`config.mk`:
```
export PLATFORM = sky130hd
export DESIGN_NAME = udp_echo_core
export DESIGN_NICKNAME = d
export VERILOG_FILES = /design/src/logic/udp_pkg.sv /design/src/logic/stream_pkg.sv /design/src/logic/udp_hdr_swap.sv /design/src/logic/udp_payload_fifo.sv /design/src/logic/echo_led.sv /design/src/logic/udp_echo_core.sv
export SDC_FILE = /design/constraint.sdc
export NUM_CORES = 1
export LEC_CHECK = 0
export BUFFER_PORTS_ARGS = -buffer_cell sky130_fd_sc_hd__buf_4
export CAP_MARGIN = 10
export CELL_PAD_IN_SITES_DETAIL_PLACEMENT = 2
export CELL_PAD_IN_SITES_GLOBAL_PLACEMENT = 2
export CORE_MARGIN = 2
export CORE_UTILIZATION = 50
export CTS_CLUSTER_SIZE = 25
export DETAILED_ROUTE_END_ITERATION = 12
export GPL_TIMING_DRIVEN = 1
export PLACE_DENSITY_LB_ADDON = 0.1
export SKIP_LAST_GASP = 1
export SLEW_MARGIN = 10
export SYNTH_ARGS = -nofsm -noshare
export SYNTH_HDL_FRONTEND = slang
export SYNTH_SLANG_ARGS = --single-unit
export TNS_END_PERCENT = 1
```
`constraint.sdc`:
```
create_clock -name clk -period 17.9 [get_ports clk]
set_clock_uncertainty 0.2 [all_clocks]
set_input_delay 3.58 -clock clk [delete_from_list [all_inputs] [get_ports clk]]
set_output_delay 3.58 -clock clk [all_outputs]
set_load 0.02 [all_outputs]
```
`src/logic/udp_pkg.sv`:
```
// UDP/IP header fields as carried between the receive and transmit sides.
// Only addressing, ports and length are kept. Checksum and IP options are not.
`default_nettype none

package udp_pkg;

    // IPv4 address
    typedef logic [31:0] ip_addr_t;

    // UDP port number
    typedef logic [15:0] udp_port_t;

    // UDP length field in bytes, header included
    typedef logic [15:0] udp_len_t;

    // 112-bit header bundle, length in the top bits and source IP in the bottom
    typedef struct packed {
        udp_len_t  length;
        udp_port_t dest_port;
        udp_port_t source_port;
        ip_addr_t  dest_ip;
        ip_addr_t  source_ip;
    } udp_hdr_t;

endpackage

`default_nettype wire

```
`src/logic/stream_pkg.sv`:
```
// Payload stream beat layout and sizing of the echo data path.
// One beat is one 64-bit word with byte enables, end-of-frame and a user bit.
`default_nettype none

package stream_pkg;

    // One payload word
    typedef logic [63:0] beat_data_t;

    // Byte enables, one per data byte
    typedef logic [7:0] beat_keep_t;

    // 74-bit payload beat
    typedef struct packed {
        beat_data_t data;
        beat_keep_t keep;
        logic       last;
        logic       user;
    } payload_beat_t;

    // Small on purpose so back-pressure shows up quickly
    localparam int PAYLOAD_FIFO_DEPTH = 16;

    // LED bank width, also the number of payload bits shown
    localparam int LED_WIDTH = 8;

endpackage

`default_nettype wire

```
`src/logic/udp_hdr_swap.sv`:
```
// One-entry header stage that turns a received UDP header into its reply.
// Length passes through unchanged; local_ip is expected to be static.
`timescale 1ns/1ns
`default_nettype none

module udp_hdr_swap (
    input  wire                 clk,
    input  wire                 rst,
    input  wire udp_pkg::ip_addr_t local_ip,

    input  wire udp_pkg::udp_hdr_t rx_hdr,
    input  wire                 rx_hdr_valid,
    output logic                rx_hdr_ready,

    output udp_pkg::udp_hdr_t   tx_hdr,
    output logic                tx_hdr_valid,
    input  wire                 tx_hdr_ready
);

    import udp_pkg::*;

    udp_hdr_t reply;
    udp_hdr_t hdr_q;
    logic     full_q;
    logic     accept;

    // Slot is free, or the held header leaves on this edge
    assign rx_hdr_ready = !full_q || tx_hdr_ready;
    assign accept       = rx_hdr_valid && rx_hdr_ready;

    assign tx_hdr_valid = full_q;
    assign tx_hdr       = hdr_q;

    // Reply goes back to the sender from our own address
    always_comb begin
        reply.source_ip   = local_ip;
        reply.dest_ip     = rx_hdr.source_ip;
        reply.source_port = rx_hdr.dest_port;
        reply.dest_port   = rx_hdr.source_port;
        reply.length      = rx_hdr.length;
    end

    always_ff @(posedge clk) begin
        if (rst) begin
            full_q <= 1'b0;
        end else if (accept) begin
            full_q <= 1'b1;
        end else if (tx_hdr_ready) begin
            // Drained with nothing new behind it
            full_q <= 1'b0;
        end
    end

    always_ff @(posedge clk) begin
        if (accept) begin
            hdr_q <= reply;
        end
    end

endmodule

`default_nettype wire

```
`src/logic/udp_payload_fifo.sv`:
```
// Synchronous FIFO for payload beats, DEPTH must be a power of two, 2 or more.
// Writing while full is blocked by in_ready, which depends on the count only.
`timescale 1ns/1ns
`default_nettype none

module udp_payload_fifo #(
    parameter int DEPTH = stream_pkg::PAYLOAD_FIFO_DEPTH
) (
    input  wire                       clk,
    input  wire                       rst,

    input  wire stream_pkg::payload_beat_t in_beat,
    input  wire                       in_valid,
    output logic                      in_ready,

    output stream_pkg::payload_beat_t out_beat,
    output logic                      out_valid,
    input  wire                       out_ready
);

    import stream_pkg::*;

    localparam int ADDR_W = $clog2(DEPTH);
    localparam logic [ADDR_W:0] FULL_COUNT = (ADDR_W + 1)'(DEPTH);

    payload_beat_t     mem [DEPTH];
    logic [ADDR_W-1:0] wr_ptr;
    logic [ADDR_W-1:0] rd_ptr;
    logic [ADDR_W:0]   count;
    logic              wr_en;
    logic              rd_en;

    assign in_ready  = count != FULL_COUNT;
    assign out_valid = count != '0;

    // Head entry straight from the storage registers
    assign out_beat  = mem[rd_ptr];

    assign wr_en = in_valid && in_ready;
    assign rd_en = out_valid && out_ready;

    // Storage
    always_ff @(posedge clk) begin
        if (wr_en) begin
            mem[wr_ptr] <= in_beat;
        end
    end

    // Pointers wrap on their own since DEPTH is a power of two
    always_ff @(posedge clk) begin
        if (rst) begin
            wr_ptr <= '0;
            rd_ptr <= '0;
        end else begin
            if (wr_en) begin
                wr_ptr <= wr_ptr + ADDR_W'(1);
            end
            if (rd_en) begin
                rd_ptr <= rd_ptr + ADDR_W'(1);
            end
        end
    end

    // Occupancy
    always_ff @(posedge clk) begin
        if (rst) begin
            count <= '0;
        end else begin
            case ({wr_en, rd_en})
                2'b10: count <= count + (ADDR_W + 1)'(1);
                2'b01: count <= count - (ADDR_W + 1)'(1);
                default: count <= count;
            endcase
        end
    end

endmodule

`default_nettype wire

```
`src/logic/echo_led.sv`:
```
// Shows the low byte of the first beat of the latest outgoing frame.
// The first beat after reset counts as a frame start.
`timescale 1ns/1ns
`default_nettype none

module echo_led (
    input  wire                          clk,
    input  wire                          rst,
    input  wire stream_pkg::payload_beat_t tx_beat,
    input  wire                          tx_beat_valid,
    input  wire                          tx_beat_ready,
    output logic [stream_pkg::LED_WIDTH-1:0] led
);

    import stream_pkg::*;

    logic in_frame;
    logic xfer;

    assign xfer = tx_beat_valid && tx_beat_ready;

    always_ff @(posedge clk) begin
        if (rst) begin
            in_frame <= 1'b0;
            led      <= '0;
        end else if (xfer) begin
            // Frame start when no frame is open
            if (!in_frame) begin
                led <= tx_beat.data[LED_WIDTH-1:0];
            end
            in_frame <= !tx_beat.last;
        end
    end

endmodule

`default_nettype wire

```
`src/logic/udp_echo_core.sv`:
```
// UDP echo engine: reply header and FIFO-buffered payload back to the sender.
// Header and payload streams are independent; nothing pairs them up.
`timescale 1ns/1ns
`default_nettype none

module udp_echo_core (
    input  wire                          clk,
    input  wire                          rst,
    input  wire udp_pkg::ip_addr_t       local_ip,

    // Received header and payload
    input  wire udp_pkg::udp_hdr_t       rx_hdr,
    input  wire                          rx_hdr_valid,
    output logic                         rx_hdr_ready,
    input  wire stream_pkg::payload_beat_t rx_beat,
    input  wire                          rx_beat_valid,
    output logic                         rx_beat_ready,

    // Reply header and payload
    output udp_pkg::udp_hdr_t            tx_hdr,
    output logic                         tx_hdr_valid,
    input  wire                          tx_hdr_ready,
    output stream_pkg::payload_beat_t    tx_beat,
    output logic                         tx_beat_valid,
    input  wire                          tx_beat_ready,

    output logic [stream_pkg::LED_WIDTH-1:0] led
);

    udp_hdr_swap swap0 (
        .clk          (clk),
        .rst          (rst),
        .local_ip     (local_ip),
        .rx_hdr       (rx_hdr),
        .rx_hdr_valid (rx_hdr_valid),
        .rx_hdr_ready (rx_hdr_ready),
        .tx_hdr       (tx_hdr),
        .tx_hdr_valid (tx_hdr_valid),
        .tx_hdr_ready (tx_hdr_ready)
    );

    udp_payload_fifo #(
        .DEPTH (stream_pkg::PAYLOAD_FIFO_DEPTH)
    ) fifo0 (
        .clk       (clk),
        .rst       (rst),
        .in_beat   (rx_beat),
        .in_valid  (rx_beat_valid),
        .in_ready  (rx_beat_ready),
        .out_beat  (tx_beat),
        .out_valid (tx_beat_valid),
        .out_ready (tx_beat_ready)
    );

    // Watches the same tx_beat handshake seen outside
    echo_led led0 (
        .clk           (clk),
        .rst           (rst),
        .tx_beat       (tx_beat),
        .tx_beat_valid (tx_beat_valid),
        .tx_beat_ready (tx_beat_ready),
        .led           (led)
    );

endmodule

`default_nettype wire

```
# Word level (Yosys, flattened, before mapping)
# Memory sizes are Yosys's and may differ from the RTL's. A register that Yosys moved wholly into a read port is not among the register bits.
# Cells that the tools add are included.
dict set report classes {
  add_sub_neg 4
  eq_ne 3
  mux 7
  bitwise_logic 1
  reduce_logical 10
}
# cell n
set ops {}
lappend ops {{$pmux W5 S2} 1}
lappend ops {{$add A4 B1 Y4 const B} 2}
lappend ops {{$mux W4} 2}
lappend ops {{$add A5 B1 Y5 const B} 1}
lappend ops {{$ne A5 B5 Y1 const B} 1}
lappend ops {{$reduce_bool A5 Y1} 1}
lappend ops {{$sub A5 B1 Y5 const B} 1}
lappend ops {{$mux W1} 4}
lappend ops {{$reduce_bool A2 Y1} 2}
lappend ops {{$logic_and A1 B1 Y1} 3}
lappend ops {{$eq A2 B1 Y1 const B} 1}
lappend ops {{$eq A2 B2 Y1 const B} 1}
lappend ops {{$logic_not A1 Y1} 2}
lappend ops {{$reduce_and A2 Y1} 1}
lappend ops {{$logic_or A1 B1 Y1} 1}
lappend ops {{$not A1 Y1} 1}
dict set report word_totals {
  register_bits 135
  ram_bits 1184
  inputBits 224
  output_inout_bits 198
  elab_cells 37
  mem_count 1
}
# memory words word_bits rd rd_ports_with_merged_regs wr line_no
set memory_table {}
lappend memory_table {fifo0.mem 16 74 1 1 1 udp_payload_fifo.sv:26} ;# payload_beat_t mem [DEPTH];

# Longest topological paths before layout
dict set report depth {
  word_depth 4
  depth_mapped 12
  mapped_depth_nobuf 10
}

# Cells and area by module
# Synthesis repeated with hierarchy kept, for this count alone.
dict set report unflattened {
  cells_unflattened 2091
  area_unflattened_um2 49057.0
}
# mod n_inst cells_per_inst area_each_um2 seq_area_each_um2
set by_module_without_submodules {}
lappend by_module_without_submodules {udp_payload_fifo 1 1936 45240.9 35894.4}
lappend by_module_without_submodules {udp_hdr_swap 1 117 3418.3 3383.2}
lappend by_module_without_submodules {echo_led 1 38 397.9 180.2}

# Least setup slack after synthesis
# Ideal clock, no wire load.
dict set report synth_timing {
  path_kind {input to register}
  start {input rx_beat_valid}
  end {memory fifo0.mem[0][0] (netlist name) (enable)}
  setup_time_ns 0.597
  t_arrival_ns 9.155
  required_time_ns 17.103
  path_slack_ns 7.948
  path_stages 3
  n_path_buf 0
  path_cell_list {a21boi_1 > nand2_1 > nor3_1}
}
dict set report synth_between {
  elab_chain_cells 3
}
# item line_no
set synth_lines {}
lappend synth_lines {{from (decl)} udp_echo_core.sv:16} ;# input wire rx_beat_valid,
lappend synth_lines {{$logic_and A1 B1 Y1} udp_payload_fifo.sv:39} ;# assign wr_en = in_valid && in_ready;
lappend synth_lines {{$mux W1} udp_payload_fifo.sv:44} ;# if (wr_en) begin
lappend synth_lines {{$mux W1 (implied by the code)} udp_payload_fifo.sv:45} ;# mem[wr_ptr] <= in_beat;
lappend synth_lines {{to (decl)} udp_payload_fifo.sv:26}
# No other way between the ends.

==> key figures <==
Logic synthesis
  – Register bit total from synthesis: about 1300
  – Flip-flop cell with the highest count after synthesis: edfxtp_1
  – Post-synthesis net count: ~2200
  – Warning count from the yosys run: 0
  – Share of the yosys chip area belonging to registers: 80.1%
  – Synthesized area divided by synthesized cell count: between 20 and 30 sq um
  – Share of synthesized registers carrying an async set or reset: 0%
  – Post-synthesis cell type count: 40
  – Count of flip-flops with a built-in enable after synthesis: about 1300
  – Post-Syn Instances: 1930
  – Post-Synthesis Cell Area: a little under 50000 sq um

Route
  – Vias per inst: about 6.4
  – Starting DRC count in detailed routing: around 3000
  – Number of nets with antenna violations after detailed routing: 0
  – DRC violations left: 0
  – 1st-pass router iterations: 5
  – Wire length per cell after detailed routing: between 40 and 50 um
  – Total wirelength of the detailed-routed design: roughly 160000 um
  – Overall via count from detail_route: between 20000 and 25000

STA
  – Setup violations, final: 0
  – Final Max Slew Viols: 0
  – Final critical-path share of the clock period: between 50% and 60%
  – Final-report hold violation count: 0
  – Unrepaired setup endpoints after global routing: no
  – Total Neg Setup Slack: 0 ps
  – Worst slew margin: 25.2%
  – Final critical path time including I/O delays and setup: about 9300 ps
  – Worst Tran Pin Value: ~1100 ps
  – Maximum clock frequency: 0.108 GHz

Final layout
  – Area overhead of the layout relative to synthesis: 18.3%
  – Final Non-Filler Cells: roughly 3800
  – Commonest non-fill, non-tap cell in the layout: edfxtp_1
  – Share of cells above drive strength 1: between 40% and 50%
  – Final net count: 2649
  – Number of fillers in the final layout: 7591
  – Commonest cells after routing, fill and taps aside: edfxtp_1 (1296), buf_4 (435), mux4_2 (362), clkbuf_16 (145), clkbuf_1 (31)

Floorplanning
  – Die boundary width: ~320 um
  – IO Pins: around 420
  – Initial cell density of the core: between 50 and 60%
  – Floorplan die area: between 100000 and 150000 sq um
  – Core region area: 98000 sq um
  – Height of the chip: around 320 um
  – Count of standard-cell rows: approximately 120

GRT
  – GRT Resource Usage Total: between 30% and 40%
  – First-pass GRT wire length: between 200000 and 250000 um
  – Via count of the first global-routing pass: 26900
  – Overflow after GRT: 0
  – Initial antenna violation count: 10
  – Largest net degree at the start of global routing: roughly 130

CTS
  – Count of hold buffers inserted by post-cts repair: 0
  – Number of post-CTS setup repair buffers: 0
  – H-tree levels: 4
  – Clock-pin slew of the registers on the worst-case setup and hold paths: 60 ps
  – TritonCTS clock tree: yes
  – Root buffer cell: clkbuf_16
  – Clock network latency to the later pin of the worst-skew pair: approximately 750 ps
  – Count of cells resized by post-cts repair: 0
  – TritonCTS Buffers: 141
  – Clock net sink count: 1323
  – Clock Tree Buf Depth: 3

Critical path
  – CP Data Required Time: around 14000 ps
  – Endpoint kind of the worst setup timing path: output port
  – Arrival @ worst endpoint: around 5500 ps
  – CP max FO: 52
  – Critical path class: flop to output port
  – Crit path launch type: flop

Placement
  – Last weighted congestion value of the routability-driven placer: between 0.7 and 0.8
  – Port Buffer Count: 389
  – Placed cell count: ~3600
  – Post-detailed-placement half-perimeter wirelength: ~85000 um

Min path
  – Worst hold path class: flop to flop

Power
  – Peak supply drop: roughly 0.09 mV
  – Leakage component of the power: between 15 and 20 nW
  – Power per unit of standard cell area: between 100 and 150 nW/um^2

Outcome
  – Result of the run: finished, final reports clean

Flow run
  – Max Cap Viol: 0
==> per-stage QoR <==
| step | hold WS (ps) | instance area (sq um) | util (%) | worst slack [ps] | total power [mW] |
|---|---|---|---|---|---|
| 2_1_floorplan | 285 | 49200 | - | 7950 | 4.41 |
| 3_3_place_gp | 241 | 53700 | 54.8 | 9320 | 4.79 |
| 3_5_place_dp | 264 | 53700 | 54.8 | 9310 | 4.87 |
| 4_1_cts | 280 | 58300 | 59.5 | 8480 | 7.91 |
| 5_1_grt | 288 | 58300 | 59.5 | 8160 | 8.06 |
| 6_report | 281 | 58300 | 59.5 | 8620 | 7.86 |
==> cell families (layout without fill, tap and decap cells) <==
logic type / count (synthesis) / in the layout / share of synthesized area [%]
AO/OA/AOI/OAI: 42 / 42 / 0.628
XOR/XNOR: 9 / 9 / 0.160
adder cells (fa/ha/maj): 9 / 9 / 0.229
buffers and inverters: 100 / 700 / 1.20
flip-flops: 1323 / 1323 / 80.1
multiplexers: 389 / 389 / 17.1
other: 0 / 6 / 0
AND/OR/NAND/NOR: 58 / 58 / 0.551
==> cell type report <==
class	count	area (sq um)	share of cell area (%)
Antenna cell	6	15.0	0.0258
Inverter	7	26.3	0.0451
Clock buffer	182	3830	6.57
Timing Repair Buffer	436	3290	5.64
Tap cell	1287	1610	2.76
Clock inverter	75	729	1.25
Sequential cell	1323	39500	67.7
Multi-Input combinational cell	507	9310	16.0
==> metal layers <==
metal / global-route usage [%] / up-vias / part of all wire, %
li1: - / 9359 / -
met1: 42.1 / 13700 / 38
met2: 57.0 / 1327 / 53
met3: 5.86 / 237 / 6.9
met4: 9.06 / 8 / 2.3
met5: 0 / - / 0.033
==> path summary, 6_finish.rpt <==
kind	startpoint	to	slack, ps	cells past startpoint
worst max register to register	fifo0.count[2]	fifo0.mem[1][0]	12700	6
worst min register to register	led0.led[3]	led0.led[3]	280	1
worst min-delay path	led0.led[3]	led0.led[3]	280	1
worst max-delay path	flop	tx_beat[34]	8620	6
==> Yosys cell counts, types with 3 or more instances <==
cell	number	share of area (%)
dfxtp_1	27	1.1
o211ai_1	3	0.046
nand2b_1	6	0.076
ha_1	9	0.23
nor3_1	5	0.051
edfxtp_1	1296	79
o22ai_1	9	0.11
buf_2	21	0.21
xor2_1	7	0.12
or3_1	3	0.038
nor2_1	25	0.19
clkbuf_1	36	0.27
mux2i_1	27	0.55
buf_6	20	0.46
mux4_2	362	17
a21o_1	9	0.14
buf_4	10	0.15
buf_1	6	0.046
nand2_1	10	0.076
inv_1	7	0.053
a21oi_1	6	0.061
==> report_power, final <==
part,total (mW),switching [mW],internal [mW]
sequential,3.61,0.0874,3.52
clock,3.01,1.30,1.70
combinational,1.25,0.701,0.549
total,7.86,2.09,5.77
==> critical path, stage by stage (launching register included) <==
cell and delay [ps]:
dfxtp_4 830, buf_4 680, buf_4 800, buf_4 940, mux4_2 660, mux4_2 520
buf_4 180
==> flip-flops by register name (all words and copies together), names as in the netlist, named ones only <==
name	flops
led0.led	8
fifo0.count	5
swap0.tx_hdr_valid	1
led0.in_frame	1
fifo0.mem	1184
fifo0.rd_ptr	4
fifo0.wr_ptr	4
swap0.tx_hdr	112
Note: power is estimated with default switching activity, not from simulation.
